**src/hdl/led_panel_pkg.sv**
```systemverilog
`default_nettype none

package led_panel_pkg;

	// one store from the bus, strobe high for a single cycle
	typedef struct packed {
		logic [31:0] addr;
		logic [31:0] data;
		logic        strobe;
	} bus_wr_t;

	typedef logic [3:0] pixel_t; // colour bits for one half, one column

	// timing registers to scan controller
	typedef struct packed {
		logic [15:0] blank_cycles;
		logic        enable;
	} scan_cfg_t;

	// address map, upper 16 address bits
	localparam logic [15:0] FB_REGION = 16'h0002;
	localparam logic [15:0] CTRL_REGION = 16'h0003;

	// word offsets inside CTRL_REGION
	localparam int BLANK_REG_WORD = 0;
	localparam int ENABLE_REG_WORD = 1;

	// panel geometry, two halves of ROWS rows each
	localparam int DEFAULT_COLUMNS = 64;
	localparam int DEFAULT_ROWS = 32;
	localparam int DEFAULT_BLANK = 8; // oe-low cycles per row

endpackage

`default_nettype wire

```
**src/hdl/scan_ctrl.sv**
```systemverilog
`default_nettype none

module scan_ctrl #(
	parameter int COLUMNS = led_panel_pkg::DEFAULT_COLUMNS,
	parameter int ROWS = led_panel_pkg::DEFAULT_ROWS
) (
	input wire clk,
	input wire rst,
	input wire led_panel_pkg::scan_cfg_t scan_cfg,
	output logic [$clog2(ROWS)-1:0] row_addr,
	output logic [$clog2(COLUMNS)-1:0] col_addr,
	output logic fbuf_re,
	output logic display_oe,
	output logic latch,
	output logic display_clk
);

	localparam int ROW_W = $clog2(ROWS);
	localparam int COL_W = $clog2(COLUMNS);

	typedef enum logic [2:0] {
		IDLE,     // waiting before column 0
		FETCH,    // cycle 1, read request
		SHIFT_HI, // cycle 2, panel clock high
		SHIFT_LO, // cycle 3, column advances
		LATCH_HI,
		LATCH_LO, // row advances
		BLANK
	} state_t;

	state_t state;
	state_t state_nxt;

	logic [15:0] blank_cnt;
	logic last_col;
	logic last_row;
	logic blank_done;

	assign last_col = (col_addr == COL_W'(COLUMNS - 1));
	assign last_row = (row_addr == ROW_W'(ROWS - 1));
	assign blank_done = (blank_cnt <= 16'd1);

	always_comb begin
		state_nxt = state;
		case (state)
			IDLE: begin
				if (scan_cfg.enable) begin
					state_nxt = FETCH;
				end
			end
			FETCH: state_nxt = SHIFT_HI;
			SHIFT_HI: state_nxt = SHIFT_LO;
			SHIFT_LO: begin
				if (last_col) begin
					state_nxt = LATCH_HI;
				end else begin
					state_nxt = FETCH;
				end
			end
			LATCH_HI: state_nxt = LATCH_LO;
			LATCH_LO: state_nxt = BLANK;
			BLANK: begin
				// enable only matters at the start of a row
				if (blank_done) begin
					state_nxt = scan_cfg.enable ? FETCH : IDLE;
				end
			end
			default: state_nxt = IDLE;
		endcase
	end

	// panel strobes are registered copies of the next state
	always_ff @(posedge clk or posedge rst) begin
		if (rst) begin
			state <= IDLE;
			row_addr <= '0;
			col_addr <= '0;
			blank_cnt <= '0;
			fbuf_re <= 1'b0;
			display_clk <= 1'b0;
			latch <= 1'b0;
			display_oe <= 1'b1; // active low, panel dark
		end else begin
			state <= state_nxt;
			fbuf_re <= (state_nxt == FETCH);
			display_clk <= (state_nxt == SHIFT_HI);
			latch <= (state_nxt == LATCH_HI);
			display_oe <= (state_nxt != BLANK);

			if (state == SHIFT_LO) begin
				col_addr <= last_col ? '0 : col_addr + 1'b1;
			end

			if (state == LATCH_LO) begin
				row_addr <= last_row ? '0 : row_addr + 1'b1;
			end

			// length taken once per row, as blanking starts
			if (state == LATCH_LO) begin
				blank_cnt <= scan_cfg.blank_cycles;
			end else if (state == BLANK) begin
				blank_cnt <= blank_cnt - 1'b1;
			end
		end
	end

	assert property (@(posedge clk) disable iff (rst)
		!(latch && display_clk))
	else $error("latch and display_clk high together");

	// oe only drops while the row is blanked
	assert property (@(posedge clk) disable iff (rst)
		!display_oe |-> (state == BLANK))
	else $error("display_oe low outside blanking");

	assert property (@(posedge clk) disable iff (rst)
		fbuf_re |-> (state == FETCH))
	else $error("fbuf_re high outside fetch");

endmodule

`default_nettype wire

```
**config.mk**
```make
export PLATFORM = sky130hd
export DESIGN_NAME = scan_ctrl
export DESIGN_NICKNAME = d
export VERILOG_FILES = /design/src/hdl/led_panel_pkg.sv /design/src/hdl/scan_ctrl.sv
export SDC_FILE = /design/constraint.sdc
export NUM_CORES = 1
export LEC_CHECK = 0
export ABC_AREA = 1
export BUFFER_PORTS_ARGS = -buffer_cell sky130_fd_sc_hd__buf_2
export CAP_MARGIN = 20
export CORE_UTILIZATION = 60
export CTS_CLUSTER_DIAMETER = 50
export CTS_CLUSTER_SIZE = 20
export DETAILED_ROUTE_END_ITERATION = 12
export PLACE_DENSITY = 0.85
export SLEW_MARGIN = 10
export SYNTH_ARGS = -nofsm -noshare
export SYNTH_HDL_FRONTEND = slang
export SYNTH_SLANG_ARGS = --single-unit
```
**constraint.sdc**
```tcl
create_clock -name clk -period 4.1 [get_ports clk]
set_input_delay 0.82 -clock clk [delete_from_list [all_inputs] [get_ports clk]]
set_output_delay 0.82 -clock clk [all_outputs]
set_load 0.02 [all_outputs]
```
### Word-level counts from Yosys, hierarchy flattened

Cells that the tools add are included.

* flip-flop bits (word level): 34
* input bits: 19
* word-level logic and storage cells: 35

* add/subtract/negate cells: 3
* order comparisons: 1
* eq/ne operators: 12
* mux-type cells: 9
* reduce and logical (&&, ||, !) cells: 2

Operators by type and width (count)
* two-way mux 16 bit: 2
* case mux 3 bit (7 select lines): 1
* <= comparator 16 x 1 -> 1 bit, second input constant: 1
* subtractor 16 x 1 -> 16 bit, second input constant: 1
* equality test 3 bit, second input constant: 4
* equality test 3 x 2 -> 1 bit, second input constant: 3
* two-way mux 3 bit: 3
* adder 6 x 1 -> 6 bit, second input constant: 1
* equality test 3 x 1 -> 1 bit, second input constant: 2
* equality test 6 bit, second input constant: 1
* two-way mux 6 bit: 1
* adder 5 x 1 -> 5 bit, second input constant: 1
* equality test 5 bit, second input constant: 1
* two-way mux 5 bit: 1
* zero test 3 bit: 1
* != test 3 bit, second input constant: 1
* nonzero test 2 bit: 1
* two-way mux 1 bit: 1

### Depth between registers and ports, before layout

* depth after elaboration: 4
* mapped depth: 10
* gate-level depth less buffers: 10

### Least setup slack after synthesis

No wires, ideal clock.

* kind: register to register
* start point: register blank_cnt[0]
* end point: register state[1]
* setup time: 128 ps
* data arrival time: 1260 ps
* required time: 3972 ps
* setup slack: 2712 ps
* cell stages (with the launch flop): 10
* clock period less this slack: 1388 ps
* cells stage by stage: dfrtp_1 inv_1 ha_1 inv_1 nand2_1 nand2_1 nor2_1 nand2_1 a21oi_1 nand2_1

* cells in the longest elaborated chain, start to end: 3

Ends and longest elaborated chain
* start, declared: line scan_ctrl.sv:34 `logic [15:0] blank_cnt;`
* start signal, assigned: line scan_ctrl.sv:100 `blank_cnt <= scan_cfg.blank_cycles;`
* start signal, assigned: line scan_ctrl.sv:102 `blank_cnt <= blank_cnt - 1'b1;`
* <= comparator 16 x 1 -> 1 bit: line scan_ctrl.sv:41 `assign blank_done = (blank_cnt <= 16'd1);`
* two-way mux 3 bit: line scan_ctrl.sv:64 `if (blank_done) begin`
* case mux 3 bit (7 select lines): line scan_ctrl.sv:45 `case (state)`
* named net state_nxt[1]: line scan_ctrl.sv:32 `state_t state_nxt;`
* end signal, assigned: line scan_ctrl.sv:84 `state <= state_nxt;`
* end, declared: line scan_ctrl.sv:31 `state_t state;`

The timed path passes the listed nets, and every way through them passes these cells.
A chain may end at the register's enable or synchronous reset.

### Worst setup path after layout

* start point: register display_oe
* end point: output port display_oe

RTL lines
* start, declared: line scan_ctrl.sv:13 `output logic display_oe,`
* start signal, assigned: line scan_ctrl.sv:88 `display_oe <= (state_nxt != BLANK);`

No word-level cell between the ends.

==> metrics.md <==
| Metric | Value |
|---|---|
| Status | `completed` |
| DP HPWL | `3000 um` |
| Skew-Pair Late Insertion Delay | `between 0.3 and 0.4 ns` |
| Met3 WL post-DR | `170 um` |
| CP arrival | `~0.99 ns` |
| DRC errors left | `0` |
| Critical path's top delay family | `flip-flops` |
| Initial detailed-routing violation count | `between 100 and 150` |
| Die X-Extent | `approximately 59 um` |
| Fin cells | `352` |
| Final wirelength | `between 4000 and 5000 um` |
| Critical Path RT | `around 3.3 ns` |
| Share of cells above drive strength 1 | `0.156` |
| Die area | `between 3000 and 4000 um2` |
| Area Growth Syn to Fin | `13.8%` |
| Core Region | `about 3100 um2` |
| Final setup fails | `0` |
| Post-Synth XOR/XNOR Area | `0.0266` |
| Register bit total from synthesis | `34` |
| Synth Area in Compound Gates | `0.124` |
| R2R Setup Slk | `2.29 ns` |
| Highest-count cells in the layout ignoring fill and taps | `75 x nand2_1, 36 x nor2_1, 33 x inv_1, 33 x dfrtp_1, 33 x buf_2` |
| Util after Layout | `0.730` |
| Sequential-to-total area share from yosys stat | `0.431` |
| Clk root buf | `clkbuf_4` |
| Relative max-transition margin | `0.671` |
| Drt wl/cell | `11.7 um` |
| Final GP Congestion | `0.860` |
| Fin. Hold Viols | `0` |
| Fin. max-slew vios | `0` |
| Simple-gate share of the synthesized area | `0.296` |
| Total of max-cap violations | `0` |
| Setup TNS | `0 ns` |
| Leak | `between 1 and 1.5 nW` |
| Syn nets | `approximately 300` |
| Vias per inst | `approximately 5.2` |
| Mapped cell area | `approximately 2000 um2` |
| # IOs | `34` |
| Htree depth | `2` |
| CP startpoint | `display_oe` |
| RSZ-0062 raised after global routing | `false` |
| Vias in the first global route | `1614` |
| Synth warnings | `0` |
| Synth unique cells | `28` |
| Most common library cell in the layout ignoring fill and taps | `nand2_1` |
| Post-CTS Resized | `0` |
| Worst-path fanout max | `1` |
| Hold_buf cts | `0` |
| Worst Setup Slack, final | `~2.3 ns` |
| Number of diodes | `0` |
| CTS tree | `yes` |
| DR pass1 iterations | `4` |
| M1 WL | `roughly 1900 um` |
| Post-route minimum period | `1.81 ns` |
| CP Launch Type | `flip-flop` |
| Clk buf depth | `2` |
| Initial Utilization | `0.642` |
| Origin of the critical flop-to-flop path | `state[1]` |
| Post-synthesis mux area share | `0.00507` |
| Slew @ Worst Pin | `0.491 ns` |
| Worst-path clk slew | `~0.10 ns` |
| Critical path depth | `1` |
| WS Path Type | `reg -> out` |
| Skew final | `around 0.015 ns` |
| Max Clk Rate | `approximately 0.55 GHz` |
| Post-CTS Setup Repair Bufs | `0` |
| Cell count after synthesis | `roughly 270` |
| Mean Syn Cell Area | `7.29 um2` |
| Largest net degree at the start of global routing | `35` |
| CP endpoint | `display_oe` |
| CP Cell Sequence | `buf_2` |
| Worst Setup End Kind | `output port` |
| Buf/Inv on CP | `1` |
| Area share of fa/ha/maj cells after synthesis | `0.0317` |
| R2R Path End | `blank_cnt[8]` |
| Largest family of logic cells by synthesized area | `simple AND/OR/NAND/NOR gates` |
| GRT Util Overall | `0.259` |
| Antenna violations before repair | `0` |
| Global route overflow | `0` |
| Hold Path Class | `reg -> reg` |
| Crit-path slowest cell | `dfstp_2` |
| First-pass GRT wire length | `just under 7000 um` |
| WL met2 | `about 2000 um` |
| TritonCTS Sinks | `34` |
| Port bufs | `33` |
| Die Height | `approximately 60 um` |
| Period utilization | `0.442` |
| VDD IR-drop max | `approximately 0.00018 V` |
| Post-Place Cells | `roughly 340` |
| CP max stage delay | `around 0.52 ns` |
| R2R cell count | `8` |
| Pwr dens | `about 260 nW/um2` |
| Final nets | `about 330` |
| Uppermost layer routed | `met4` |
| Via Count | `1839` |
| CTS buffer count | `5` |
| Detail Route Antenna Nets | `0` |
| Setup WS pre-CTS | `~2.3 ns` |
| FP Rows | `20` |
routing by layer:
layer	up-vias	global-route usage
met3	5	0.0590
met1	852	0.334
met5	-	0
met4	0	0.0884
li1	942	-
met2	40	0.429
kinds of logic after synthesis:
group	after synthesis
DFF	34
xor gates and xnor gates	6
adders and majority gates	5
AOI/OAI and AO/OA	44
buffers and inverters	40
and+or+nand+nor	141
muxes	1
power breakdown:
part | internal, W | total, W | switching, W
Sequential | 0.000335 | 0.000335 | 0
Clock | 0.000117 | 0.000227 | 0.000110
Combinational | 0.00000676 | 0.0000158 | 0.00000904
worst min-delay path by stage:
stage | slack [ns] | from | endpoint | depth (start not counted)
after global placement | 0.50 | row_addr[4] | row_addr[4] | 2
after CTS | 0.53 | state[2] | display_clk | 1
after global routing | 0.56 | row_addr[1] | row_addr[1] | 2
final | 0.54 | col_addr[4] | col_addr[4] | 1
after detailed placement | 0.51 | row_addr[4] | row_addr[4] | 2
after floorplan | 0.48 | state[2] | display_clk | 1
cell type report:
| class | count | area (um2) |
|---|---|---|
| flip-flops and latches | 34 | 852 |
| inverters | 34 | 128 |
| clock buffers | 8 | 78.8 |
| multi-input cells | 197 | 955 |
| fillers | 279 | 830 |
| repair buffers | 35 | 180 |
| well taps | 44 | 55.1 |
registers in the layout, indices dropped and copies added, names as in the netlist:
| signal | cells |
|---|---|
| blank_cnt | 16 |
| col_addr | 6 |
| display_clk | 1 |
| display_oe | 1 |
| fbuf_re | 1 |
| latch | 1 |
| row_addr | 5 |
| state | 3 |
synth_stat cells:
| library cell | instances | area (um2) |
|---|---|---|
| dfstp_2 | 1 | 26.3 |
| o21a_1 | 1 | 7.51 |
| dfrtp_1 | 33 | 826 |
| nand2_1 | 75 | 282 |
| mux2i_1 | 1 | 10.0 |
| or2_2 | 1 | 6.26 |
| nand4_1 | 5 | 31.3 |
| o21bai_1 | 4 | 30.0 |
| a31oi_1 | 2 | 12.5 |
| ha_1 | 5 | 62.6 |
| o21ai_0 | 20 | 100 |
| a21oi_1 | 10 | 50.1 |
| inv_2 | 1 | 3.75 |
| o211ai_1 | 3 | 22.5 |
| nor3_1 | 4 | 20.0 |
| a211oi_1 | 1 | 7.51 |
| nand3b_1 | 3 | 22.5 |
| nand3_1 | 15 | 75.1 |
| xnor2_1 | 2 | 17.5 |
| buf_4 | 2 | 15.0 |
| xor2_1 | 4 | 35.0 |
| inv_1 | 33 | 124 |
| o21ai_1 | 3 | 15.0 |
| buf_6 | 1 | 11.3 |
| buf_2 | 3 | 15.0 |
| nand2_2 | 1 | 6.26 |
| nor2_2 | 1 | 6.26 |
| nor2_1 | 36 | 135 |
through the flow:
| step | hold WS [ns] | cell area, um2 | total power (W) |
|---|---|---|---|
| after floorplan | 0.482 | 1980 | 0.000347 |
| after global placement | 0.499 | 2170 | 0.000358 |
| after detailed placement | 0.515 | 2170 | 0.000358 |
| after CTS | 0.533 | 2250 | 0.000583 |
| after global routing | 0.557 | 2250 | 0.000599 |
| final | 0.535 | 2250 | 0.000578 |
No activity file was read; power rests on OpenSTA's default activity.
