===== config.mk =====
export PLATFORM = sky130hd
export DESIGN_NAME = scan_timing_regs
export DESIGN_NICKNAME = d
export VERILOG_FILES = /design/src/hdl/led_panel_pkg.sv /design/src/hdl/scan_timing_regs.sv
export SDC_FILE = /design/constraint.sdc
export NUM_CORES = 1
export LEC_CHECK = 0
export BUFFER_PORTS_ARGS = -buffer_cell sky130_fd_sc_hd__buf_4
export CAP_MARGIN = 30
export CORE_ASPECT_RATIO = 1.4
export CORE_UTILIZATION = 32
export CTS_CLUSTER_DIAMETER = 120
export DETAILED_ROUTE_END_ITERATION = 10
export PLACE_DENSITY_LB_ADDON = 0.3
export SETUP_SLACK_MARGIN = 0.5
export SYNTH_ARGS = -nofsm -noshare
export SYNTH_HDL_FRONTEND = slang
export SYNTH_SLANG_ARGS = --single-unit

===== constraint.sdc =====
create_clock -name clk -period 0.8 [get_ports clk]
set_input_delay 0.16 -clock clk [delete_from_list [all_inputs] [get_ports clk]]
set_output_delay 0.16 -clock clk [all_outputs]
set_load 0.01 [all_outputs]

===== src/hdl/led_panel_pkg.sv =====
`default_nettype none

package led_panel_pkg;

	// one store from the bus, strobe high for a single cycle
	typedef struct packed {
		logic [31:0] addr;
		logic [31:0] data;
		logic        strobe;
	} bus_wr_t;

	typedef logic [3:0] pixel_t; // colour bits for one half, one column

	// timing registers to scan controller
	typedef struct packed {
		logic [15:0] blank_cycles;
		logic        enable;
	} scan_cfg_t;

	// address map, upper 16 address bits
	localparam logic [15:0] FB_REGION = 16'h0002;
	localparam logic [15:0] CTRL_REGION = 16'h0003;

	// word offsets inside CTRL_REGION
	localparam int BLANK_REG_WORD = 0;
	localparam int ENABLE_REG_WORD = 1;

	// panel geometry, two halves of ROWS rows each
	localparam int DEFAULT_COLUMNS = 64;
	localparam int DEFAULT_ROWS = 32;
	localparam int DEFAULT_BLANK = 8; // oe-low cycles per row

endpackage

`default_nettype wire


===== src/hdl/scan_timing_regs.sv =====
`default_nettype none

module scan_timing_regs #(
	parameter int BLANK_RESET = led_panel_pkg::DEFAULT_BLANK
) (
	input wire clk,
	input wire rst,
	input wire led_panel_pkg::bus_wr_t bus,
	output led_panel_pkg::scan_cfg_t scan_cfg
);

	logic ctrl_sel;
	logic [13:0] word_off;
	logic blank_we;
	logic enable_we;
	logic [15:0] blank_q;
	logic enable_q;

	assign ctrl_sel = bus.strobe && (bus.addr[31:16] == led_panel_pkg::CTRL_REGION);
	assign word_off = bus.addr[15:2];

	assign blank_we = ctrl_sel && (word_off == 14'(led_panel_pkg::BLANK_REG_WORD));
	assign enable_we = ctrl_sel && (word_off == 14'(led_panel_pkg::ENABLE_REG_WORD));

	always_ff @(posedge clk or posedge rst) begin
		if (rst) begin
			blank_q <= 16'(BLANK_RESET);
			enable_q <= 1'b1; // scan runs out of reset
		end else begin
			// zero blanking would keep the row dark, so it is refused
			if (blank_we && (bus.data[15:0] != 16'd0)) begin
				blank_q <= bus.data[15:0];
			end
			if (enable_we) begin
				enable_q <= bus.data[0];
			end
		end
	end

	assign scan_cfg.blank_cycles = blank_q;
	assign scan_cfg.enable = enable_q;

	// a blanking store, zero or not, leaves a usable length behind
	assert property (@(posedge clk) disable iff (rst)
		blank_we |=> (scan_cfg.blank_cycles != 16'd0))
	else $error("blank_cycles left at zero after store");

endmodule

`default_nettype wire


Word level (Yosys, flattened, before mapping)

Cells that the tools add are included.
W data, S select, Z words.

Register bits: 17
Input bits: 67
Output and inout bits: 17
Word-level logic and storage cells: 10

Equal/unequal tests: 2
Reductions and logical operators: 6

Operators with widths:

| cell                  | number |
|---|---|
| $eq A16 B2 Y1 const B | 1 |
| $reduce_bool A16 Y1   | 1 |
| $eq A14 B1 Y1 const B | 1 |
| $logic_not A14 Y1     | 1 |
| $logic_and A1 B1 Y1   | 4 |

Longest topological paths before layout

Gate-level depths: netlist of run 1.

Word-level depth: 4
Mapped depth: 5
Depth with buffers taken out: 4

Least setup slack after synthesis of run 1

OpenSTA, ideal clock, no wires.

Kind: input to register
Start point: input port bus[36] (netlist bit)
End point: register blank_q[0]
Library setup time: 0.125 ns
Arrival time: 1.439 ns
Required time: 0.675 ns
Path slack: -0.765 ns
Stages on the path: 5
Buffers on the path: 1
Cell sequence: nor4b_2 -> nand4_1 -> nor3_4 -> buf_12 -> mux2_4

Longest elaborated chain between the ends: 3

Ends and longest elaborated chain:

| item                 | RTL line               | RTL |
|---|---|---|
| start, declared      | scan_timing_regs.sv:8  | `input wire led_panel_pkg::bus_wr_t bus,` |
| $logic_not A14 Y1    | scan_timing_regs.sv:22 | `assign blank_we = ctrl_sel && (word_off == 14'(led_panel_pkg::BLANK_REG_WORD));` |
| $logic_and A1 B1 Y1  | scan_timing_regs.sv:22 |  |
| $logic_and A1 B1 Y1  | scan_timing_regs.sv:31 | `if (blank_we && (bus.data[15:0] != 16'd0)) begin` |
| end signal, assigned | scan_timing_regs.sv:27 | `blank_q <= 16'(BLANK_RESET);` |
| end signal, assigned | scan_timing_regs.sv:32 | `blank_q <= bus.data[15:0];` |
| end, declared        | scan_timing_regs.sv:16 | `logic [15:0] blank_q;` |

No other way between the ends.
A chain may end at the register's enable or synchronous reset.

Final worst setup path of run 1

Start point: input port bus[58] (netlist bit)
End point: register blank_q[11]

Longest elaborated chain between the ends: 4

Ends and longest elaborated chain:

| item                | RTL line               | RTL |
|---|---|---|
| $eq A16 B2 Y1       | scan_timing_regs.sv:19 | `assign ctrl_sel = bus.strobe && (bus.addr[31:16] == led_panel_pkg::CTRL_REGION);` |
| $logic_and A1 B1 Y1 | scan_timing_regs.sv:19 |  |
| $logic_and A1 B1 Y1 | scan_timing_regs.sv:22 |  |
| $logic_and A1 B1 Y1 | scan_timing_regs.sv:31 |  |

No other way between the ends.

==> results of run 1 <==
## routing by layer
layer	track usage	wire, um	vias to the layer above
met5	0	0	-
met4	0.0644	22	0
met3	0.0401	127	2
met2	0.313	1380	29
met1	0.184	817	381
li1	-	-	369
## critical path: stages
cell	delay, ns
sky130_fd_sc_hd__buf_6	0.10
sky130_fd_sc_hd__nor4b_4	0.26
sky130_fd_sc_hd__nand4_1	0.20
sky130_fd_sc_hd__nor3_4	0.24
sky130_fd_sc_hd__buf_12	0.19
sky130_fd_sc_hd__mux2_2	0.34
## kinds of logic (layout without fill, tap and decap cells)
group	Yosys count	after routing	synth area share
AND/OR/NAND/NOR	16	16	0.177
multiplexers	17	17	0.268
flip-flops	17	17	0.501
buffers and inverters	4	84	0.0411
AO/OA/AOI/OAI	1	1	0.0117
## registers in the layout (all words and copies together) (netlist names)
signal / count
blank_q: 16
enable_q: 1
## synth_stat cells
| cell type | n |
|---|---|
| sky130_fd_sc_hd__mux2_2 | 7 |
| sky130_fd_sc_hd__a41o_1 | 1 |
| sky130_fd_sc_hd__buf_4 | 1 |
| sky130_fd_sc_hd__nand4_1 | 2 |
| sky130_fd_sc_hd__nor4_2 | 3 |
| sky130_fd_sc_hd__nor3_1 | 1 |
| sky130_fd_sc_hd__dfrtp_1 | 15 |
| sky130_fd_sc_hd__buf_12 | 1 |
| sky130_fd_sc_hd__dfstp_2 | 2 |
| sky130_fd_sc_hd__nor3_4 | 1 |
| sky130_fd_sc_hd__nor4b_2 | 3 |
| sky130_fd_sc_hd__nor4_1 | 5 |
| sky130_fd_sc_hd__inv_1 | 2 |
| sky130_fd_sc_hd__mux2_4 | 10 |
| sky130_fd_sc_hd__nor2_1 | 1 |
## power by group through the flow
stage	combinational, mW	sequential [mW]	clock (mW)
after floorplan	0.0425	0.876	0
after global placement	0.263	0.876	0
after detailed placement	0.270	0.876	0
after CTS	0.275	0.859	0.473
after global routing	0.295	0.860	0.514
final	0.272	0.859	0.451
## metrics by stage
step | setup slack [ns] | TNS [ns] | instances
floorplan | -0.744 | -11.61 | 55
global placement | -0.818 | -13.37 | 155
detailed placement | -0.871 | -13.97 | 155
CTS | -0.525 | -11.60 | 165
global route | -0.576 | -13.09 | 169
finish | -0.524 | -11.54 | 169
## how the worst min path moves through the flow
stage	start	end	slack [ns]	depth (start not counted)
6_report	rst	blank_q[12]	-0.15	2
5_1_grt	rst	blank_q[6]	-0.15	2
4_1_cts	rst	blank_q[9]	-0.15	2
3_5_place_dp	rst	blank_q[9]	0.17	2
3_3_place_gp	rst	blank_q[9]	0.16	2
2_1_floorplan	rst	blank_q[0]	-0.007	1
## repair_timing
action	in CTS	in global routing
hold endpoints to repair	15	15
pin swaps	0	1
buffers inserted	6	4
setup endpoints to repair	34	34
gates resized for setup	21	0
## final cells by class
class,count,share of cell area
clock buffer,4,0.0164
inverter,2,0.00704
multi-input combinational,34,0.261
sequential,17,0.268
tap,34,0.0266
timing repair buffer,78,0.421
==> impl_metrics.xml, run 1 <==
<?xml version="1.0" encoding="UTF-8"?>
<metrics>
  <group name="worst_setup_path">
    <metric name="setup.worst_path.end_class" unit="">flip-flop</metric>
    <metric name="critical_path.startpoint_type" unit="">input pin</metric>
    <metric name="cp-startpoint" unit="">bus[58]</metric>
    <metric name="r2r-start" unit="">blank_q[0]</metric>
    <metric name="timing.setup.critical_path_class" unit="">in2reg</metric>
    <metric name="r2r_slack" unit="ns">-0.12</metric>
    <metric name="worstPathRequired" unit="ns">0.98</metric>
    <metric name="timing.critical_path.fanout_max" unit="">16</metric>
    <metric name="cp.arrival" unit="ns">1.50</metric>
    <metric name="crit_path_end" unit="">blank_q[11]</metric>
    <metric name="worst_r2r_endpoint" unit="">blank_q[0]</metric>
    <metric name="ff2ff_path_depth" unit="">2</metric>
  </group>
  <group name="timing">
    <metric name="setup_violations" unit="">34</metric>
    <metric name="timing.final.ws_setup" unit="ns">-0.524</metric>
    <metric name="min_period_over_period" unit="">1.65</metric>
    <metric name="finalCriticalPeriod" unit="ns">1.32</metric>
    <metric name="clock_skew" unit="ns">0</metric>
    <metric name="max_slew.worst_pin.slew" unit="ns">0.371</metric>
    <metric name="finalHoldViolations" unit="">15</metric>
    <metric name="worst_slew_margin_rel" unit="">0.752</metric>
    <metric name="finalMaxSlewViolations" unit="">0</metric>
    <metric name="hold_ws" unit="ns">-0.151</metric>
    <metric name="rsz_0062_raised_after_global_routing" unit="">yes</metric>
    <metric name="timing.fmax" unit="MHz">755</metric>
  </group>
  <group name="drt">
    <metric name="routed_via_density" unit="">4.62</metric>
    <metric name="dr.first_iter.drc_count" unit="">3</metric>
    <metric name="route.final.wire_length" unit="mm">2.35</metric>
    <metric name="ant_nets" unit="">0</metric>
    <metric name="route.detailed.drc" unit="">0</metric>
    <metric name="post_drt_wl_per_cell" unit="um">13.9</metric>
    <metric name="num_vias" unit="">781</metric>
    <metric name="detailedRoute.firstPassIterationCount" unit="">2</metric>
  </group>
  <group name="pwr">
    <metric name="power_switching_share" unit="">0.220</metric>
    <metric name="seq_power_share" unit="">0.543</metric>
    <metric name="worst_ir_drop_vdd" unit="V">0.000760</metric>
    <metric name="part_of_the_power_in_combinational_logic" unit="">0.172</metric>
    <metric name="total_switching_power" unit="mW">0.348</metric>
    <metric name="power.internal" unit="mW">1.23</metric>
    <metric name="power.share.clock" unit="">0.285</metric>
    <metric name="cellPowerDensity" unit="nW/um2">990</metric>
    <metric name="static_leakage" unit="nW">0.803</metric>
    <metric name="power" unit="mW">1.58</metric>
  </group>
  <group name="floorplanning">
    <metric name="die_w" unit="um">45.6</metric>
    <metric name="core_area" unit="um2">2470</metric>
    <metric name="start_util" unit="">0.345</metric>
    <metric name="die-area" unit="um2">2880</metric>
    <metric name="die_height" unit="um">63.1</metric>
    <metric name="io_pins" unit="">84</metric>
    <metric name="num_rows" unit="">21</metric>
  </group>
  <group name="global_routing">
    <metric name="first_global_vias" unit="">863</metric>
    <metric name="pin_count_of_the_biggest_net_entering_global_routing" unit="">18</metric>
    <metric name="antenna_found_initial" unit="">0</metric>
    <metric name="track_usage" unit="">0.174</metric>
    <metric name="grt_pass1_wl" unit="mm">3.72</metric>
    <metric name="grt-ovfl-total" unit="">0</metric>
  </group>
  <group name="run_status">
    <metric name="run_status" unit="">complete, but fails checks</metric>
    <metric name="failed_checks" unit="">hold timing, setup timing</metric>
  </group>
  <group name="run">
    <metric name="max-cap-violations" unit="">0</metric>
  </group>
  <group name="final_layout">
    <metric name="num_antenna_cells" unit="">0</metric>
    <metric name="regArea" unit="um2">428</metric>
    <metric name="finalNetCount" unit="">203</metric>
    <metric name="multi_input_area" unit="um2">418</metric>
    <metric name="layout.cells.most_common_list" unit="">sky130_fd_sc_hd__buf_4 (57), sky130_fd_sc_hd__buf_6 (20), sky130_fd_sc_hd__dfrtp_1 (15), sky130_fd_sc_hd__mux2_4 (11), sky130_fd_sc_hd__mux2_2 (6)</metric>
    <metric name="final_design_area_no_fill" unit="um2">1600</metric>
    <metric name="utilization" unit="">0.647</metric>
    <metric name="n_fill_cell" unit="">225</metric>
    <metric name="layout-drive-gt1-share" unit="">0.807</metric>
    <metric name="area_delta_synth_final" unit="%">87.4</metric>
    <metric name="mostFrequentLayoutCell" unit="">sky130_fd_sc_hd__buf_4</metric>
  </group>
  <group name="clocking">
    <metric name="cts.path.max_buffers" unit="">2</metric>
    <metric name="clock_sinks" unit="">17</metric>
    <metric name="clock_latency" unit="ns">0.28</metric>
    <metric name="clk_transition_reported_paths" unit="ns">0.10</metric>
    <metric name="cts_made_buffers" unit="">3</metric>
    <metric name="tritoncts_clock_tree" unit="">yes</metric>
    <metric name="cts-htree-levels" unit="">1</metric>
    <metric name="cts_root_buf" unit="">sky130_fd_sc_hd__clkbuf_4</metric>
  </group>
  <group name="synth">
    <metric name="seq_area_frac_synth" unit="">0.501</metric>
    <metric name="synthesis.yosys.warnings" unit="">0</metric>
    <metric name="yosysTopAreaCellShare" unit="">0.440</metric>
    <metric name="net_count_synth" unit="">122</metric>
    <metric name="synth.lib_cells_used.distinct" unit="">15</metric>
    <metric name="yosys-top-cells-area" unit="">sky130_fd_sc_hd__dfrtp_1 (44%), sky130_fd_sc_hd__mux2_4 (18%), sky130_fd_sc_hd__mux2_2 (9.2%)</metric>
    <metric name="synthesis.instances" unit="">55</metric>
    <metric name="synth_area_leader_cell" unit="">sky130_fd_sc_hd__dfrtp_1</metric>
    <metric name="ys_ff_latch" unit="">17</metric>
    <metric name="synth.avg_cell_area" unit="um2">15.5</metric>
    <metric name="post_synth_design_cell_area" unit="um2">853</metric>
  </group>
  <group name="worst_hold_path">
    <metric name="worst_hold_path_type" unit="">in2async</metric>
  </group>
  <group name="placement">
    <metric name="placed_cell_area" unit="um2">1420</metric>
    <metric name="finalWeightedCongestion" unit="">0.735</metric>
    <metric name="port_buffers" unit="">65</metric>
  </group>
</metrics>
Note: power is estimated with default switching activity, not from simulation.
==> run 2, diff against run 1 <==
ABC_AREA = 1   (was default)
CORE_UTILIZATION = 37   (was 32)
==> run 2 against run 1 <==
  * Register-to-register slack about the same
  * First-iteration DRC count rose to 31 times the previous value
  * Sequential share of layout area fell by 9.2 points
  * Routed wire length up 77%
  * Sequential power is essentially flat
  * Clock power rose by 42%
  * Cell area increased by 52%
  * Total power grew 24%
  * The run still ends with hold timing, setup timing left
  * Clock skew is the same
  * Critical path type unchanged
  * Sequential cell count stayed put
  * Critical path depth grew 2
  * Hold slack improved by 0.038 ns
==> impl_metrics.xml, run 2 <==
<?xml version="1.0" encoding="UTF-8"?>
<metrics>
  <group name="drt">
    <metric name="detailedRoute.firstPassIterationCount" unit="">4</metric>
    <metric name="routed_via_density" unit="">4.89</metric>
    <metric name="dr.first_iter.drc_count" unit="">92</metric>
    <metric name="route.detailed.drc" unit="">0</metric>
    <metric name="post_drt_wl_per_cell" unit="um">14.1</metric>
    <metric name="num_vias" unit="">1439</metric>
    <metric name="ant_nets" unit="">0</metric>
    <metric name="route.final.wire_length" unit="mm">4.16</metric>
  </group>
  <group name="synth">
    <metric name="synth_enable_flop_cells" unit="">0</metric>
    <metric name="synth.lib_cells_used.distinct" unit="">20</metric>
    <metric name="yosys-top-cells-area" unit="">sky130_fd_sc_hd__dfrtp_1 (31%), sky130_fd_sc_hd__nand2_1 (11%), sky130_fd_sc_hd__inv_1 (9.4%)</metric>
    <metric name="synth.avg_cell_area" unit="um2">7.33</metric>
    <metric name="synthesis.yosys.warnings" unit="">0</metric>
    <metric name="seq_area_frac_synth" unit="">0.356</metric>
    <metric name="synth_area_leader_cell" unit="">sky130_fd_sc_hd__dfrtp_1</metric>
    <metric name="net_count_synth" unit="">231</metric>
    <metric name="yosys_most_used_dff" unit="">sky130_fd_sc_hd__dfrtp_1</metric>
    <metric name="yosysTopAreaCellShare" unit="">0.312</metric>
    <metric name="synth.cells.most_frequent" unit="">sky130_fd_sc_hd__nand2_1 (36), sky130_fd_sc_hd__inv_1 (30), sky130_fd_sc_hd__nor2_1 (23), sky130_fd_sc_hd__nand3_1 (21), sky130_fd_sc_hd__dfrtp_1 (15)</metric>
    <metric name="synthMostInstantiatedCell" unit="">sky130_fd_sc_hd__nand2_1</metric>
    <metric name="post_synth_design_cell_area" unit="um2">1200</metric>
    <metric name="synthesis.instances" unit="">164</metric>
    <metric name="synth-async-reset-ratio" unit="">1.00</metric>
    <metric name="ys_ff_latch" unit="">17</metric>
  </group>
  <group name="final_layout">
    <metric name="largest_registers" unit="">blank_q: 16 flops, enable_q: 1 flops</metric>
    <metric name="finalNetCount" unit="">323</metric>
    <metric name="layout.cells.most_common_list" unit="">sky130_fd_sc_hd__buf_4 (52), sky130_fd_sc_hd__buf_6 (33), sky130_fd_sc_hd__nand2_1 (27), sky130_fd_sc_hd__inv_1 (22), sky130_fd_sc_hd__nand3_1 (17)</metric>
    <metric name="area_delta_synth_final" unit="%">102</metric>
    <metric name="mostFrequentLayoutCell" unit="">sky130_fd_sc_hd__buf_4</metric>
    <metric name="regMostFlops" unit="">blank_q</metric>
    <metric name="regArea" unit="um2">428</metric>
    <metric name="largest_register_ff_count" unit="">16</metric>
    <metric name="layout-drive-gt1-share" unit="">0.631</metric>
    <metric name="num_antenna_cells" unit="">0</metric>
    <metric name="multi_input_area" unit="um2">836</metric>
    <metric name="n_fill_cell" unit="">205</metric>
  </group>
  <group name="global_routing">
    <metric name="grt-ovfl-total" unit="">0</metric>
    <metric name="global_route.peak_usage_layer" unit="">met2</metric>
    <metric name="track_usage" unit="">0.220</metric>
    <metric name="pin_count_of_the_biggest_net_entering_global_routing" unit="">18</metric>
    <metric name="use_met3" unit="">0.0241</metric>
    <metric name="groute.layer.met2.usage" unit="">0.418</metric>
    <metric name="antenna_found_initial" unit="">0</metric>
    <metric name="grt_pass1_wl" unit="mm">5.97</metric>
    <metric name="first_global_vias" unit="">1404</metric>
    <metric name="grt_util_met1" unit="">0.236</metric>
  </group>
  <group name="clocking">
    <metric name="tritoncts_clock_tree" unit="">yes</metric>
    <metric name="clock_sinks" unit="">17</metric>
    <metric name="clock_latency" unit="ns">0.25</metric>
    <metric name="clk_transition_reported_paths" unit="ns">0.06</metric>
    <metric name="cts_root_buf" unit="">sky130_fd_sc_hd__clkbuf_8</metric>
    <metric name="cts_made_buffers" unit="">3</metric>
    <metric name="cts.path.max_buffers" unit="">2</metric>
    <metric name="cts-htree-levels" unit="">1</metric>
  </group>
  <group name="timing">
    <metric name="timing.fmax" unit="MHz">915</metric>
    <metric name="timing.final.ws_setup" unit="ns">-0.293</metric>
    <metric name="finalHoldViolations" unit="">15</metric>
    <metric name="rsz_0062_raised_after_global_routing" unit="">yes</metric>
    <metric name="clock_skew" unit="ns">0</metric>
    <metric name="min_period_over_period" unit="">1.37</metric>
    <metric name="setup_violations" unit="">34</metric>
    <metric name="max_slew.worst_pin.slew" unit="ns">0.377</metric>
    <metric name="worst_slew_margin_rel" unit="">0.748</metric>
    <metric name="hold_ws" unit="ns">-0.112</metric>
    <metric name="finalCriticalPeriod" unit="ns">1.09</metric>
    <metric name="finalMaxSlewViolations" unit="">0</metric>
    <metric name="setup-tns-final" unit="ns">-6.68</metric>
  </group>
  <group name="worst_setup_path">
    <metric name="setup.worst_path.end_class" unit="">flip-flop</metric>
    <metric name="ff2ff_path_depth" unit="">4</metric>
    <metric name="timing.setup.critical_path_class" unit="">in2reg</metric>
    <metric name="r2r_slack" unit="ns">-0.13</metric>
    <metric name="timing.critical_path.fanout_max" unit="">8</metric>
    <metric name="r2r-start" unit="">blank_q[3]</metric>
    <metric name="critical_path.startpoint_type" unit="">input pin</metric>
    <metric name="worstPathRequired" unit="ns">0.95</metric>
    <metric name="cp.arrival" unit="ns">1.24</metric>
    <metric name="worst_r2r_endpoint" unit="">blank_q[3]</metric>
  </group>
  <group name="floorplanning">
    <metric name="io_pins" unit="">84</metric>
    <metric name="die-area" unit="um2">3490</metric>
    <metric name="core_area" unit="um2">3090</metric>
    <metric name="die_height" unit="um">69.5</metric>
    <metric name="die_w" unit="um">50.2</metric>
    <metric name="start_util" unit="">0.389</metric>
    <metric name="num_rows" unit="">24</metric>
  </group>
  <group name="run">
    <metric name="max-cap-violations" unit="">0</metric>
  </group>
  <group name="pwr">
    <metric name="seq_power_share" unit="">0.439</metric>
    <metric name="power.internal" unit="mW">1.47</metric>
    <metric name="power_switching_share" unit="">0.249</metric>
    <metric name="static_leakage" unit="nW">1.17</metric>
    <metric name="power.share.clock" unit="">0.327</metric>
    <metric name="power" unit="mW">1.96</metric>
    <metric name="total_switching_power" unit="mW">0.488</metric>
    <metric name="cellPowerDensity" unit="nW/um2">805</metric>
    <metric name="worst_ir_drop_vdd" unit="V">0.000692</metric>
    <metric name="part_of_the_power_in_combinational_logic" unit="">0.234</metric>
  </group>
  <group name="placement">
    <metric name="port_buffers" unit="">65</metric>
    <metric name="finalWeightedCongestion" unit="">0.787</metric>
    <metric name="place_hpwl" unit="mm">2.37</metric>
  </group>
  <group name="worst_hold_path">
    <metric name="worst_hold_path_type" unit="">in2async</metric>
  </group>
  <group name="run_status">
    <metric name="failed_checks" unit="">hold timing, setup timing</metric>
    <metric name="run_status" unit="">complete, but fails checks</metric>
  </group>
</metrics>
-- run 2: changes by cell type after synthesis, sizes merged, moves of 3 or more --
cell | previous run | this run
o21bai | 0 | 16
nand2 | 0 | 37
mux2 | 17 | 0
nor2 | 1 | 29
buf | 2 | 5
inv | 2 | 33
nor4 | 8 | 0
nand3 | 0 | 22
nor4b | 3 | 0
-- run 2: repair_timing --
action,CTS,global route
hold endpoints to repair,15,15
gates cloned,1,2
endpoints found under the setup margin,34,34
pin swaps,22,29
setup buffers,8,7
resized for setup,51,32
-- run 2: metrics by stage --
| stage | util | cells | cell area, um2 | setup WS (ns) |
|---|---|---|---|---|
| finish | 0.787 | 294 | 2430 | -0.293 |
| global route | 0.787 | 294 | 2430 | -0.373 |
| CTS | 0.710 | 285 | 2190 | -0.255 |
| detailed placement | 0.601 | 272 | 1860 | -0.511 |
| global placement | 0.601 | 272 | 1860 | -0.477 |
| floorplan | - | 164 | 1280 | -0.242 |
-- run 2: worst max path at each step --
stage / slack [ns] / endpoint / startpoint
2_1_floorplan: -0.24 / blank_q[13] / bus[39]
3_5_place_dp: -0.51 / blank_q[11] / bus[48]
5_1_grt: -0.37 / blank_q[4] / bus[10]
3_3_place_gp: -0.48 / blank_q[12] / bus[64]
4_1_cts: -0.26 / scan_cfg[4] / blank_q[3]
6_report: -0.29 / blank_q[4] / bus[10]
-- run 2: logic make-up after synthesis --
group	after synthesis	share of synthesized area
buffers and inverters	38	0.144
flip-flops	17	0.356
AO/OA/AOI/OAI	17	0.135
AND/OR/NAND/NOR	92	0.365
-- run 2: layout make-up --
class / count / share of cell area
well taps: 39 / 0.0200
clock buffers: 4 / 0.0185
flip-flops and latches: 17 / 0.176
inverters: 33 / 0.0658
multi-input cells: 109 / 0.343
repair buffers: 92 / 0.377
-- run 2: layer usage --
layer  vias up  wire length, um
met4         0              103
met3        11              191
met5         -                0
met2        67             2560
met1       674             1300
li1        687                -
-- run 2: power groups by stage --
| stage | Clock (mW) | Sequential, mW | Combinational (mW) |
|---|---|---|---|
| 3_3_place_gp | 0 | 0.876 | 0.347 |
| 4_1_cts | 0.640 | 0.860 | 0.400 |
| 2_1_floorplan | 0 | 0.876 | 0.106 |
| 3_5_place_dp | 0 | 0.876 | 0.351 |
| 6_report | 0.641 | 0.860 | 0.458 |
| 5_1_grt | 0.688 | 0.859 | 0.488 |
-- run 2: critical path, stage by stage --
cell	delay, ns
sky130_fd_sc_hd__buf_4	0.12
sky130_fd_sc_hd__nor2_2	0.15
sky130_fd_sc_hd__nand4_1	0.23
sky130_fd_sc_hd__nor2_4	0.20
sky130_fd_sc_hd__nor2_4	0.08
sky130_fd_sc_hd__clkbuf_16	0.16
sky130_fd_sc_hd__nand3_1	0.08
sky130_fd_sc_hd__nand2_1	0.05
==> run 3, diff against run 2 <==
GPL_TIMING_DRIVEN = 0   (was default)
PLACE_DENSITY = 0.84   (was default)
PLACE_DENSITY_LB_ADDON = default   (was 0.3)
==> run 3 against run 2 <==
  * The run still ends with hold timing, setup timing left
  * Clock-buffer cell count is the same
  * Core utilization up 2.6 points
  * Clock power up 8.3%
  * Largest power group unchanged
  * Critical path type is now reg2out
  * Register-to-register slack improved by 0.05 ns
  * Maximum frequency decreased by 4.5%
  * Total power grew 2.4%
==> impl_metrics.xml, run 3 (synthesis gave the netlist of run 2 again) <==
<?xml version="1.0" encoding="UTF-8"?>
<metrics>
  <group name="worst_setup_path">
    <metric name="r2r_slack" unit="ns">-0.08</metric>
    <metric name="worstPathCellList" unit="">buf_6 -&gt; buf_6</metric>
    <metric name="worstPathRequired" unit="ns">0.64</metric>
    <metric name="worst_path_largest_cell_delay" unit="ns">0.54</metric>
    <metric name="path_delay_family" unit="">flip-flops</metric>
    <metric name="timing.setup.critical_path_class" unit="">reg2out</metric>
    <metric name="r2r-start" unit="">blank_q[3]</metric>
    <metric name="worst_path_most_repeated_cell" unit="">sky130_fd_sc_hd__buf_6</metric>
    <metric name="cpMaxStageDelayCell" unit="">sky130_fd_sc_hd__dfstp_2</metric>
    <metric name="critical_path.startpoint_type" unit="">flip-flop</metric>
    <metric name="worst_r2r_endpoint" unit="">blank_q[3]</metric>
    <metric name="timing.critical_path.fanout_max" unit="">2</metric>
    <metric name="cp.arrival" unit="ns">0.98</metric>
    <metric name="timing.critical_path.buf_inv" unit="">2</metric>
    <metric name="ff2ff_path_depth" unit="">3</metric>
    <metric name="setup.worst_path.end_class" unit="">output port</metric>
  </group>
  <group name="placement">
    <metric name="finalWeightedCongestion" unit="">0.803</metric>
    <metric name="port_buffers" unit="">65</metric>
    <metric name="dpl_worst_slack" unit="ns">-0.522</metric>
    <metric name="place_hpwl" unit="mm">2.25</metric>
    <metric name="placed_cell_area" unit="um2">1810</metric>
  </group>
  <group name="global_routing">
    <metric name="antenna_found_initial" unit="">0</metric>
    <metric name="grt_pass1_wl" unit="mm">6.59</metric>
    <metric name="first_global_vias" unit="">1526</metric>
    <metric name="pin_count_of_the_biggest_net_entering_global_routing" unit="">18</metric>
    <metric name="track_usage" unit="">0.251</metric>
    <metric name="grt-ovfl-total" unit="">0</metric>
  </group>
  <group name="run_status">
    <metric name="failed_checks" unit="">hold timing, setup timing</metric>
    <metric name="run_status" unit="">complete, but fails checks</metric>
  </group>
  <group name="pwr">
    <metric name="static_leakage" unit="nW">1.16</metric>
    <metric name="worst_ir_drop_vdd" unit="V">0.000767</metric>
    <metric name="cellPowerDensity" unit="nW/um2">798</metric>
  </group>
  <group name="final_layout">
    <metric name="largest_registers" unit="">blank_q: 16 flops, enable_q: 1 flops</metric>
    <metric name="layout-drive-gt1-share" unit="">0.659</metric>
    <metric name="num_antenna_cells" unit="">0</metric>
    <metric name="regArea" unit="um2">428</metric>
    <metric name="area_delta_synth_final" unit="%">109</metric>
    <metric name="n_fill_cell" unit="">180</metric>
    <metric name="final_design_area_no_fill" unit="um2">2520</metric>
    <metric name="layout.cells.most_common_list" unit="">sky130_fd_sc_hd__buf_6 (44), sky130_fd_sc_hd__buf_4 (39), sky130_fd_sc_hd__nand2_1 (26), sky130_fd_sc_hd__inv_1 (22), sky130_fd_sc_hd__nand3_2 (16)</metric>
    <metric name="largest_register_ff_count" unit="">16</metric>
    <metric name="mostFrequentLayoutCell" unit="">sky130_fd_sc_hd__buf_6</metric>
    <metric name="multi_input_area" unit="um2">916</metric>
    <metric name="regMostFlops" unit="">blank_q</metric>
    <metric name="finalNetCount" unit="">320</metric>
  </group>
  <group name="clocking">
    <metric name="clock_sinks" unit="">17</metric>
    <metric name="cts_made_buffers" unit="">3</metric>
    <metric name="tritoncts_clock_tree" unit="">yes</metric>
    <metric name="clk_transition_reported_paths" unit="ns">0.07</metric>
    <metric name="cts-htree-levels" unit="">1</metric>
    <metric name="cts.path.max_buffers" unit="">2</metric>
    <metric name="clock_latency" unit="ns">0.27</metric>
    <metric name="cts_root_buf" unit="">sky130_fd_sc_hd__clkbuf_8</metric>
  </group>
  <group name="drt">
    <metric name="post_drt_wl_per_cell" unit="um">15.9</metric>
    <metric name="detailedRoute.firstPassIterationCount" unit="">5</metric>
    <metric name="ant_nets" unit="">0</metric>
    <metric name="dr.first_iter.drc_count" unit="">40</metric>
    <metric name="route.detailed.drc" unit="">0</metric>
    <metric name="num_vias" unit="">1465</metric>
    <metric name="routed_via_density" unit="">5.03</metric>
    <metric name="route.final.wire_length" unit="mm">4.63</metric>
  </group>
  <group name="timing">
    <metric name="setup-tns-final" unit="ns">-6.14</metric>
    <metric name="hold_ws" unit="ns">-0.118</metric>
    <metric name="rsz_0062_raised_after_global_routing" unit="">yes</metric>
    <metric name="finalHoldViolations" unit="">15</metric>
    <metric name="setup_violations" unit="">33</metric>
    <metric name="max_slew.worst_pin.slew" unit="ns">0.399</metric>
    <metric name="min_period_over_period" unit="">1.43</metric>
    <metric name="timing.final.ws_setup" unit="ns">-0.344</metric>
    <metric name="worst_slew_margin_rel" unit="">0.733</metric>
    <metric name="finalCriticalPeriod" unit="ns">1.14</metric>
    <metric name="finalMaxSlewViolations" unit="">0</metric>
    <metric name="clock_skew" unit="ns">0</metric>
    <metric name="timing.fmax" unit="MHz">874</metric>
  </group>
  <group name="floorplanning">
    <metric name="die_w" unit="um">50.2</metric>
    <metric name="die_height" unit="um">69.5</metric>
    <metric name="start_util" unit="">0.389</metric>
    <metric name="die-area" unit="um2">3490</metric>
    <metric name="core_area" unit="um2">3090</metric>
    <metric name="num_rows" unit="">24</metric>
    <metric name="io_pins" unit="">84</metric>
  </group>
  <group name="worst_hold_path">
    <metric name="worst_hold_path_type" unit="">in2async</metric>
  </group>
  <group name="run">
    <metric name="max-cap-violations" unit="">0</metric>
  </group>
</metrics>
## run 3: cell type report
cell class                      instances  area share
Multi-Input combinational cell        109       0.364
Timing Repair Buffer                   84       0.338
Sequential cell                        17       0.170
Inverter                               33      0.0637
Buffer                                  5      0.0273
Tap cell                               39      0.0194
Clock buffer                            4      0.0179
## run 3: worst max path at each step
stage                     startpoint     endpoint  slack (ns)  cells after the start
after detailed placement     bus[39]  blank_q[13]       -0.52                     10
after CTS                   enable_q  scan_cfg[0]       -0.33                      2
after global routing        enable_q  scan_cfg[0]       -0.36                      2
final                       enable_q  scan_cfg[0]       -0.34                      2
after global placement       bus[39]  blank_q[13]       -0.51                     10
after floorplan              bus[39]  blank_q[13]       -0.24                      9
## run 3: what timing repair did
action                                 in CTS  in global routing
setup endpoints to repair                  34                 34
cloned                                      3                  0
setup buffers                              12                  4
resized for setup                          79                 29
endpoints found under the hold margin      15                 15
pin swaps                                  30                 23
## run 3: where the power goes
group	total, mW	switching (mW)	internal, mW
combinational	0.453	0.207	0.246
sequential	0.860	0.0000000474	0.860
clock	0.694	0.338	0.356
total	2.01	0.545	1.46
## run 3: per-layer routing
layer,vias up,global-route usage,part of all wire
met1,704,0.261,0.34
met3,17,0.0263,0.038
met2,68,0.471,0.59
met4,0,0.130,0.035
met5,-,0,0
li1,676,-,-
## run 3: through the flow
step,std cells,util,total power [mW]
finish,291,0.814,2.01
global route,291,0.814,2.06
CTS,287,0.759,1.92
detailed placement,268,0.587,1.21
global placement,268,0.587,1.20
floorplan,164,-,0.981
